**src/rtl/board_pkg.sv**
```systemverilog
/*
  Shared pin-vector types for the board harness. Pin vectors are indexed by
  the enums below. Only the pins the harness routes are listed.
*/
package board_pkg;

  // Widths of the three pinmux vectors.
  localparam int unsigned OutPinCount   = 5;
  localparam int unsigned InPinCount    = 4;
  localparam int unsigned InoutPinCount = 19;

  // Number of I2C buses: 0 is HAT ID, 1 is HAT secondary, 2 is QWIIC1.
  localparam int unsigned I2cBusCount   = 3;
  // One error line per CHERI exception type.
  localparam int unsigned CheriErrWidth = 9;
  // Number of registered loopback paths.
  localparam int unsigned LoopbackCount = 6;

  typedef enum logic [2:0] {SER0_TX, RS485_TX, MB4, MB7, MB10} out_pin_e;
  typedef enum logic [1:0] {SER0_RX, RS485_RX, MB3, MB8} in_pin_e;

  // Bidirectional pins; order sets the bit position in the vector.
  typedef enum logic [4:0] {
    RPH_G0, RPH_G1, RPH_G2_SDA, RPH_G3_SCL, SCL0, SDA0, SCL1, SDA1,
    PMOD1_1, PMOD1_2, PMOD1_3, PMOD1_4, PMOD0_1, PMOD0_8, PMOD0_10,
    AH_TMPIO0, AH_TMPIO1, AH_TMPIO8, AH_TMPIO9
  } inout_pin_e;

  typedef logic [OutPinCount-1:0]   out_pins_t;
  typedef logic [InPinCount-1:0]    in_pins_t;
  typedef logic [InoutPinCount-1:0] inout_pins_t;

  // Inout pins carrying each bus's clock and data, indexed by bus.
  localparam inout_pin_e I2cSclPin [I2cBusCount] = '{RPH_G1, RPH_G3_SCL, SCL1};
  localparam inout_pin_e I2cSdaPin [I2cBusCount] = '{RPH_G0, RPH_G2_SDA, SDA1};

  typedef struct packed {
    logic scl;
    logic sda;
  } i2c_line_t;

  typedef i2c_line_t [I2cBusCount-1:0] i2c_lines_t;

  // PMOD1 SPI controller outputs.
  typedef struct packed {
    logic sck;
    logic cs;
    logic copi;
  } spi_pins_t;

  typedef struct packed {
    logic tx_en;
    logic rx_en;
  } rs485_ctrl_t;

  typedef enum logic [3:0] {
    BOUNDS, TAG, SEAL, PERMIT_EXEC, PERMIT_LOAD, PERMIT_STORE,
    PERMIT_STORE_CAP, PERMIT_STORE_LOCAL_CAP, PERMIT_ACC_SYS_REGS
  } cheri_err_e;

  typedef logic [CheriErrWidth-1:0] cheri_err_t;
  typedef logic [LoopbackCount-1:0] loopback_t;

endpackage

```
**src/rtl/board_harness.sv**
```systemverilog
/*
  Board pin harness between the system pinmux and simple device signals.
  I2C, SPI, UART and RS485 are combinational. Loopback and CHERI capture
  each add one cycle.
*/
`timescale 1ns/100ps

module board_harness (
  input  logic                   clk_i,
  input  logic                   rst_ni,
  // System pinmux side.
  input  board_pkg::out_pins_t   out_to_pins_i,
  input  board_pkg::inout_pins_t inout_to_pins_i,
  input  board_pkg::inout_pins_t inout_to_pins_en_i,
  input  board_pkg::rs485_ctrl_t rs485_ctrl_i,
  output board_pkg::in_pins_t    in_from_pins_o,
  output board_pkg::inout_pins_t inout_from_pins_o,
  // Device side.
  input  board_pkg::i2c_lines_t  i2c_dev_i,
  output board_pkg::i2c_lines_t  i2c_ctrl_o,
  output board_pkg::spi_pins_t   spi_pmod_o,
  input  logic                   spi_cipo_i,
  input  logic                   uart_host_tx_i,
  output logic                   uart_dev_rx_o,
  input  logic                   rs485_dev_tx_i,
  output logic                   rs485_dev_rx_o,
  // CHERI error reporting.
  input  board_pkg::cheri_err_t  cheri_err_i,
  output board_pkg::cheri_err_t  cheri_seen_o,
  output board_pkg::cheri_err_t  cheri_new_o
);

  // Resolved I2C bus values.
  board_pkg::i2c_lines_t i2c_bus;
  // Retimed loopback bits.
  board_pkg::loopback_t  loopback;

  i2c_bus_resolve u_i2c_bus_resolve (
    .inout_to_pins_i   (inout_to_pins_i),
    .inout_to_pins_en_i(inout_to_pins_en_i),
    .i2c_dev_i         (i2c_dev_i),
    .i2c_ctrl_o        (i2c_ctrl_o),
    .i2c_bus_o         (i2c_bus)
  );

  pin_loopback u_pin_loopback (
    .clk_i          (clk_i),
    .rst_ni         (rst_ni),
    .out_to_pins_i  (out_to_pins_i),
    .inout_to_pins_i(inout_to_pins_i),
    .loopback_o     (loopback)
  );

  pin_breakout u_pin_breakout (
    .out_to_pins_i     (out_to_pins_i),
    .inout_to_pins_i   (inout_to_pins_i),
    .inout_to_pins_en_i(inout_to_pins_en_i),
    .rs485_ctrl_i      (rs485_ctrl_i),
    .i2c_bus_i         (i2c_bus),
    .loopback_i        (loopback),
    .spi_cipo_i        (spi_cipo_i),
    .uart_host_tx_i    (uart_host_tx_i),
    .rs485_dev_tx_i    (rs485_dev_tx_i),
    .spi_pmod_o        (spi_pmod_o),
    .uart_dev_rx_o     (uart_dev_rx_o),
    .rs485_dev_rx_o    (rs485_dev_rx_o),
    .in_from_pins_o    (in_from_pins_o),
    .inout_from_pins_o (inout_from_pins_o)
  );

  cheri_err_monitor u_cheri_err_monitor (
    .clk_i       (clk_i),
    .rst_ni      (rst_ni),
    .cheri_err_i (cheri_err_i),
    .cheri_seen_o(cheri_seen_o),
    .cheri_new_o (cheri_new_o)
  );

endmodule

```
**src/rtl/cheri_err_monitor.sv**
```systemverilog
/*
  Sticky capture of CHERI error lines. The lines are modulated for LEDs,
  so only the first assertion of each bit after reset pulses cheri_new_o.
*/
`timescale 1ns/100ps

module cheri_err_monitor (
  input  logic                  clk_i,
  input  logic                  rst_ni,
  input  board_pkg::cheri_err_t cheri_err_i,
  output board_pkg::cheri_err_t cheri_seen_o,
  output board_pkg::cheri_err_t cheri_new_o
);

  // Errors seen since reset.
  board_pkg::cheri_err_t seen_q;
  // One-cycle first-occurrence pulses.
  board_pkg::cheri_err_t new_q;

  always_ff @(posedge clk_i or negedge rst_ni) begin
    if (!rst_ni) begin
      seen_q <= '0;
      new_q  <= '0;
    end else begin
      // Accumulate every bit that has been high.
      seen_q <= seen_q | cheri_err_i;
      // Pulse only bits not yet recorded.
      // Several may fire on the same edge.
      new_q  <= cheri_err_i & ~seen_q;
    end
  end

  assign cheri_seen_o = seen_q;
  assign cheri_new_o  = new_q;

endmodule

```
**src/rtl/i2c_bus_resolve.sv**
```systemverilog
/*
  Open-drain resolution of the three I2C buses as a wired-AND.
  An undriven controller pin reads as pulled up. Purely combinational.
*/
`timescale 1ns/100ps

module i2c_bus_resolve (
  input  board_pkg::inout_pins_t inout_to_pins_i,
  input  board_pkg::inout_pins_t inout_to_pins_en_i,
  input  board_pkg::i2c_lines_t  i2c_dev_i,
  output board_pkg::i2c_lines_t  i2c_ctrl_o,
  output board_pkg::i2c_lines_t  i2c_bus_o
);

  // Controller side of each bus after the pull-up default.
  board_pkg::i2c_lines_t ctrl;

  for (genvar b = 0; b < board_pkg::I2cBusCount; b++) begin : g_bus
    // Clock line follows the pin only while the controller drives it.
    assign ctrl[b].scl = inout_to_pins_en_i[board_pkg::I2cSclPin[b]] ?
                         inout_to_pins_i[board_pkg::I2cSclPin[b]] : 1'b1;

    // Data line, same pull-up rule.
    assign ctrl[b].sda = inout_to_pins_en_i[board_pkg::I2cSdaPin[b]] ?
                         inout_to_pins_i[board_pkg::I2cSdaPin[b]] : 1'b1;

    // The bus value includes the controller's own drive.
    // Otherwise it would see its transmissions as contention.
    assign i2c_bus_o[b].scl = ctrl[b].scl & i2c_dev_i[b].scl;
    assign i2c_bus_o[b].sda = ctrl[b].sda & i2c_dev_i[b].sda;
  end

  // Devices see only the controller side.
  assign i2c_ctrl_o = ctrl;

endmodule

```
**src/rtl/pin_breakout.sv**
```systemverilog
/*
  SPI PMOD outputs, UART and half-duplex RS485 routing, and the vectors
  returned to the pinmux. Unsourced returned pins read as 1.
*/
`timescale 1ns/100ps

module pin_breakout (
  input  board_pkg::out_pins_t   out_to_pins_i,
  input  board_pkg::inout_pins_t inout_to_pins_i,
  input  board_pkg::inout_pins_t inout_to_pins_en_i,
  input  board_pkg::rs485_ctrl_t rs485_ctrl_i,
  input  board_pkg::i2c_lines_t  i2c_bus_i,
  input  board_pkg::loopback_t   loopback_i,
  input  logic                   spi_cipo_i,
  input  logic                   uart_host_tx_i,
  input  logic                   rs485_dev_tx_i,
  output board_pkg::spi_pins_t   spi_pmod_o,
  output logic                   uart_dev_rx_o,
  output logic                   rs485_dev_rx_o,
  output board_pkg::in_pins_t    in_from_pins_o,
  output board_pkg::inout_pins_t inout_from_pins_o
);

  // SPI outputs idle high when the pin is not enabled.
  assign spi_pmod_o.cs   = inout_to_pins_en_i[board_pkg::PMOD1_1] ?
                           inout_to_pins_i[board_pkg::PMOD1_1] : 1'b1;
  assign spi_pmod_o.copi = inout_to_pins_en_i[board_pkg::PMOD1_2] ?
                           inout_to_pins_i[board_pkg::PMOD1_2] : 1'b1;
  assign spi_pmod_o.sck  = inout_to_pins_en_i[board_pkg::PMOD1_4] ?
                           inout_to_pins_i[board_pkg::PMOD1_4] : 1'b1;

  // System UART transmit goes straight to the device.
  assign uart_dev_rx_o = out_to_pins_i[board_pkg::SER0_TX];

  // RS485 driver only passes data while transmit is enabled.
  assign rs485_dev_rx_o = rs485_ctrl_i.tx_en ? out_to_pins_i[board_pkg::RS485_TX] : 1'b1;

  // Input pins returned to the system.
  always_comb begin
    in_from_pins_o = '1;
    in_from_pins_o[board_pkg::SER0_RX] = uart_host_tx_i;
    // Receiver is idle high unless enabled.
    in_from_pins_o[board_pkg::RS485_RX] = rs485_ctrl_i.rx_en ? rs485_dev_tx_i : 1'b1;
    // mikroBUS SPI and UART loopbacks.
    in_from_pins_o[board_pkg::MB3] = loopback_i[0];
    in_from_pins_o[board_pkg::MB8] = loopback_i[1];
  end

  // Inout pins returned to the system.
  always_comb begin
    // Pulled up on the board when nothing drives them, SCL0 and SDA0 included.
    inout_from_pins_o = '1;

    // Resolved I2C bus values back onto their pins.
    for (int b = 0; b < board_pkg::I2cBusCount; b++) begin
      inout_from_pins_o[board_pkg::I2cSclPin[b]] = i2c_bus_i[b].scl;
      inout_from_pins_o[board_pkg::I2cSdaPin[b]] = i2c_bus_i[b].sda;
    end

    // PMOD1 SPI data in.
    inout_from_pins_o[board_pkg::PMOD1_3] = spi_cipo_i;

    // Remaining loopback destinations.
    inout_from_pins_o[board_pkg::PMOD0_1]   = loopback_i[2];
    inout_from_pins_o[board_pkg::PMOD0_10]  = loopback_i[3];
    inout_from_pins_o[board_pkg::AH_TMPIO0] = loopback_i[4];
    inout_from_pins_o[board_pkg::AH_TMPIO9] = loopback_i[5];
  end

endmodule

```
**src/rtl/pin_loopback.sv**
```systemverilog
/*
  One register stage on each pin loopback path. Breaks the vector-level
  loop through the pinmux, so each destination lags its source by a cycle.
*/
`timescale 1ns/100ps

module pin_loopback (
  input  logic                   clk_i,
  input  logic                   rst_ni,
  input  board_pkg::out_pins_t   out_to_pins_i,
  input  board_pkg::inout_pins_t inout_to_pins_i,
  output board_pkg::loopback_t   loopback_o
);

  board_pkg::loopback_t loopback_q;

  // Bit order matches the destinations in pin_breakout.
  always_ff @(posedge clk_i or negedge rst_ni) begin
    if (!rst_ni) begin
      loopback_q <= '0;
    end else begin
      // mikroBUS COPI to CIPO, SPI loopback.
      loopback_q[0] <= out_to_pins_i[board_pkg::MB4];
      // mikroBUS TX to RX, UART loopback.
      loopback_q[1] <= out_to_pins_i[board_pkg::MB7];
      // mikroBUS PWM to PMOD0 pin 1.
      loopback_q[2] <= out_to_pins_i[board_pkg::MB10];
      // PMOD0 pin 8 to pin 10, PWM loopback.
      loopback_q[3] <= inout_to_pins_i[board_pkg::PMOD0_8];
      // Arduino header pairs.
      loopback_q[4] <= inout_to_pins_i[board_pkg::AH_TMPIO1];
      loopback_q[5] <= inout_to_pins_i[board_pkg::AH_TMPIO8];
    end
  end

  assign loopback_o = loopback_q;

endmodule

```
**config.mk**
```make
export PLATFORM = sky130hd
export DESIGN_NAME = board_harness
export DESIGN_NICKNAME = d
export VERILOG_FILES = /design/src/rtl/board_pkg.sv /design/src/rtl/board_harness.sv /design/src/rtl/cheri_err_monitor.sv /design/src/rtl/i2c_bus_resolve.sv /design/src/rtl/pin_breakout.sv /design/src/rtl/pin_loopback.sv
export SDC_FILE = /design/constraint.sdc
export NUM_CORES = 1
export LEC_CHECK = 0
export BUFFER_PORTS_ARGS = -buffer_cell sky130_fd_sc_hd__buf_2
export CORE_MARGIN = 3
export CORE_UTILIZATION = 29
export DETAILED_ROUTE_END_ITERATION = 8
export PLACE_DENSITY_LB_ADDON = 0.1
export SLEW_MARGIN = 10
export SYNTH_ARGS = -nofsm -noshare
export SYNTH_HDL_FRONTEND = slang
export SYNTH_SLANG_ARGS = --single-unit
```
**constraint.sdc**
```tcl
create_clock -name clk_i -period 0.8 [get_ports clk_i]
set_input_delay 0.08 -clock clk_i [delete_from_list [all_inputs] [get_ports clk_i]]
set_output_delay 0.08 -clock clk_i [all_outputs]
set_load 0.05 [all_outputs]
```
# After elaboration in Yosys (flattened, before gate mapping)

Index checks and enable logic that the tools add are counted.

Logic and storage cells: 23
Register bits after elaboration: 24
Bits of input ports: 65

Bitwise operators: 9
Muxes and demuxes: 11

Operator list:

| operator          | count |
|---|---|
| 1-bit 2-to-1 mux  | 11 |
| 9-bit bitwise AND | 1 |
| 9-bit NOT         | 1 |
| 9-bit OR          | 1 |
| 1-bit bitwise AND | 6 |

# Longest topological paths before layout

Depth in word-level cells: 2
Depth in mapped cells: 2
Gate-level depth less buffers: 2

# Hierarchy

A second synthesis with hierarchy kept.

Cell total of the unflattened synthesis: 83
Area total of the unflattened synthesis: 1,076.0 um^2

Modules (own cells, without submodules):

| module            | sequential area each (um^2) | area an instance (um^2) | instances | cells each |
|---|---|---|---|---|
| cheri_err_monitor | 450.4                       | 583.1                   | 1         | 36 |
| pin_breakout      | 0.0                         | 207.7                   | 1         | 29 |
| pin_loopback      | 150.1                       | 150.1                   | 1         | 6 |
| i2c_bus_resolve   | 0.0                         | 135.1                   | 1         | 12 |

# Worst setup path after synthesis

No wires, ideal clock.

Kind: reg2reg
From: register u_cheri_err_monitor.seen_q[0], in the netlist u_cheri_err_monitor.cheri_seen_o[0]
To: register u_cheri_err_monitor.seen_q[0], in the netlist u_cheri_err_monitor.cheri_seen_o[0]
Arrival: 819 ps
Stages on the path, launching flop included: 2
Setup slack: -143 ps
Cell sequence: dfrtp_1 or2_1

Cells in the longest elaborated chain, start to end: 1

Ends and longest elaborated chain:

| what                   | line                    | RTL |
|---|---|---|
| from (decl)            | cheri_err_monitor.sv:16 | `board_pkg::cheri_err_t seen_q;` |
| from (signal assigned) | cheri_err_monitor.sv:26 | `seen_q <= seen_q \| cheri_err_i;` |
| 9-bit OR               | cheri_err_monitor.sv:26 |  |

Every way passes these cells.

# Final worst setup path

From: register u_cheri_err_monitor.seen_q[7], in the netlist u_cheri_err_monitor.cheri_seen_o[7]
To: output cheri_seen_o[7]

RTL lines:

| what      | line                | RTL |
|---|---|---|
| to (decl) | board_harness.sv:29 | `output board_pkg::cheri_err_t cheri_seen_o,` |

No word-level cell between the ends.

==> implementation parameters <==
Parameter                              Value

Setup path
  Startpoint of the lowest-slack register-to-register path    u_cheri_err_monitor.cheri_seen_o[8]
  Crit path arrival time    0.90 ns
  CP Cell Sequence    buf_6
  Top Family by Delay on Critical Path    flip-flops
  Endpoint required time on the critical path    0.72 ns
  FF-to-FF End    u_cheri_err_monitor.cheri_seen_o[8]
  Startpoint-to-endpoint class of the critical path    reg2out
  Critical path buffers and inverters    1
  Maximum cell stage delay along the critical path    0.44 ns
  Setup crit start kind    flop
  Nature of the critical path endpoint    primary output
  R2R depth    2
  Reg2Reg Setup Slack    -0.06 ns
  Worst Path Max Fanout    3
  Slowest cell on the critical path    dfrtp_2

Pwr
  Comb pwr share    0.270
  Psw    747 uW
  Seq pwr share    0.492
  Leakage    0.916 nW
  Internal    1.76 mW
  Clock network fraction of total power    0.237
  Switching part of the total power    0.298
  Worst supply voltage drop on vdd    0.514 mV
  Power per cell area    1370 nW/um^2

Worst hold path
  Worst min-delay path endpoint    in_from_pins_o[0]
  Critical hold path startpoint    uart_host_tx_i
  Hold Path Depth    0
  Min-Delay Path Class    in2out

Run
  Number of maximum-capacitance violations    0

STA
  Final number of setup-violating endpoints    30
  Worst clock skew    0.00106 ns
  Part of the cycle the worst path needs    1.22
  Highest achievable clock rate    1.02 GHz
  Number of hold violations in the final report    0
  Final Critical Period    0.976 ns
  Hold WS    0.160 ns
  Number of pins with negative max-slew slack in the final report    0
  Smallest setup slack after layout    -0.176 ns
  RSZ-0062 raised after global routing    yes

Clock network
  CTS HTree Levels    1
  Buffer type at the clock tree root    clkbuf_4
  Sink count of the clock tree    24
  TritonCTS buffer count    3
  Clock tree from TritonCTS    built
  Clock insertion delay at the later pin of the skew report    0.29 ns
  Number of buffers between clock root and the deepest sink    2
  Clock transition at path regs    0.12 ns

Floorplanning
  FP Rows    20
  Core area    3100 sq um
  Number of top-level design ports    117
  Die H    63.7 microns
  Die W    63.7 microns
  Overall die area    4060 sq um
  Initial Util    0.311

Cells and area
  Ratio of cells with drive above 1 in the final layout    0.654
  Antenna diode instance count    0
  Highest-count cells in the layout ignoring fill and taps    buf_2, buf_6, dlygate4sd3_1
  Layout filler cell count    264
  Most common cell after layout, fill and taps aside    buf_2
  Number of nets in the layout    245
  Sequential cell area    612 sq um
  Total non-filler cell area in the finished layout    1830 sq um
  Area growth from synthesis to layout    89.6%
  Footprint of the multi-input gates    309 sq um

Outcome
  Result of the run    finished, violations left
  Failing checks    negative setup slack

Synth
  Cells after Synth    71
  Distinct cells, synth    8
  Flip-flop and latch count after synthesis    24
  Area of the mapped netlist    966 sq um
  Mapped Avg Cell Area    13.6 sq um
  Proportion of synthesized chip area in sequential cells    0.622
  Total of warnings raised by yosys    0

Global route
  Overall overflow remaining after global route    0
  Pin count of the biggest net entering global routing    25
  Vias in the first global route    924
  Global-route wire length before repair    3.84 mm
  Global routing usage summed across all routing layers    0.119
  Antenna violations before repair    0

Placement
  HPWL Detailed    1.72 mm
  Placed standard-cell area    1420 sq um
  Placer's final routability congestion estimate    0.619
  IO buf count    85

Detailed routing
  DR vias    846
  Per-cell routed wire length    10.6 microns
  First drt pass iteration count    2
  Routed wire length    2.36 mm
  Drt drc    0
  DRC violation total after the first TritonRoute iteration    14
  Average via count per standard cell    3.79
  Post-DRT Antenna Nets    0
[metrics by stage]
step | std cells | worst slack, ns | total power [mW] | setup TNS, ns | utilization
4_1_cts | 223 | -0.193 | 2.55 | -4.06 | 0.590
2_1_floorplan | 78 | -0.0529 | 1.72 | -0.476 | -
5_1_grt | 223 | -0.225 | 2.63 | -4.81 | 0.590
3_3_place_gp | 197 | 0.0740 | 1.85 | 0 | 0.458
6_report | 223 | -0.176 | 2.51 | -3.66 | 0.590
3_5_place_dp | 197 | 0.0660 | 1.86 | 0 | 0.458
[how the worst max path moves through the flow]
stage                                        start                                   to  slack [ns]  cells after the start
3_3_place_gp                    inout_to_pins_i[0]                 inout_from_pins_o[0]        0.07                      4
3_5_place_dp                    inout_to_pins_i[6]                 inout_from_pins_o[6]        0.07                      4
4_1_cts        u_cheri_err_monitor.cheri_seen_o[7]                      cheri_seen_o[7]       -0.19                      1
5_1_grt        u_cheri_err_monitor.cheri_seen_o[7]                      cheri_seen_o[7]       -0.23                      1
6_report       u_cheri_err_monitor.cheri_seen_o[7]                      cheri_seen_o[7]       -0.18                      1
2_1_floorplan  u_cheri_err_monitor.cheri_seen_o[0]  u_cheri_err_monitor.cheri_seen_o[0]       -0.05                      1
[cell type report]
| type | count | area share |
|---|---|---|
| Clock buffer | 4 | 0.0198 |
| Multi-Input combinational cell | 43 | 0.169 |
| Sequential cell | 24 | 0.334 |
| Tap cell | 44 | 0.0301 |
| Timing Repair Buffer | 108 | 0.447 |
[flip-flops by register name, indices dropped and copies added, names as in the netlist]
signal	flops
u_cheri_err_monitor.cheri_new_o	9
u_cheri_err_monitor.cheri_seen_o	9
u_pin_loopback.loopback_o	6
[power groups by stage]
stage	Clock (mW)	Sequential [mW]	Combinational [mW]
after CTS	0.631	1.23	0.682
after detailed placement	0	1.25	0.603
final	0.596	1.23	0.679
after global placement	0	1.25	0.596
after floorplan	0	1.31	0.408
after global routing	0.676	1.24	0.717
[logic make-up after synthesis]
| group | count (synthesis) | share of synthesized area |
|---|---|---|
| simple gates | 35 | 0.289 |
| flops | 24 | 0.622 |
| buf+inv | 11 | 0.0855 |
| other cells | 1 | 0.00388 |
[Yosys cell counts]
cell type	number	share of area
buf_4	11	0.085
nor2b_1	9	0.058
dfrtp_1	24	0.62
or2_1	9	0.058
nand2b_4	6	0.085
conb_1	1	0.0039
and2_4	6	0.054
nand2b_1	5	0.032
[per-layer routing]
| layer | routed length [microns] | vias to the layer above | track usage |
|---|---|---|---|
| met4 | 8 | 0 | 0.0404 |
| met5 | 0 | - | 0 |
| li1 | - | 408 | - |
| met3 | 286 | 2 | 0.0303 |
| met1 | 838 | 368 | 0.116 |
| met2 | 1230 | 68 | 0.237 |
[what timing repair did]
| item | 4_1_cts | 5_1_grt |
|---|---|---|
| resized for setup | 53 | 0 |
| endpoints found under the hold margin | 43 | 0 |
| endpoints found under the setup margin | 24 | 30 |
| buffers inserted | 6 | 0 |
| hold buffers | 16 | 0 |
No activity file was read; power rests on OpenSTA's default activity.
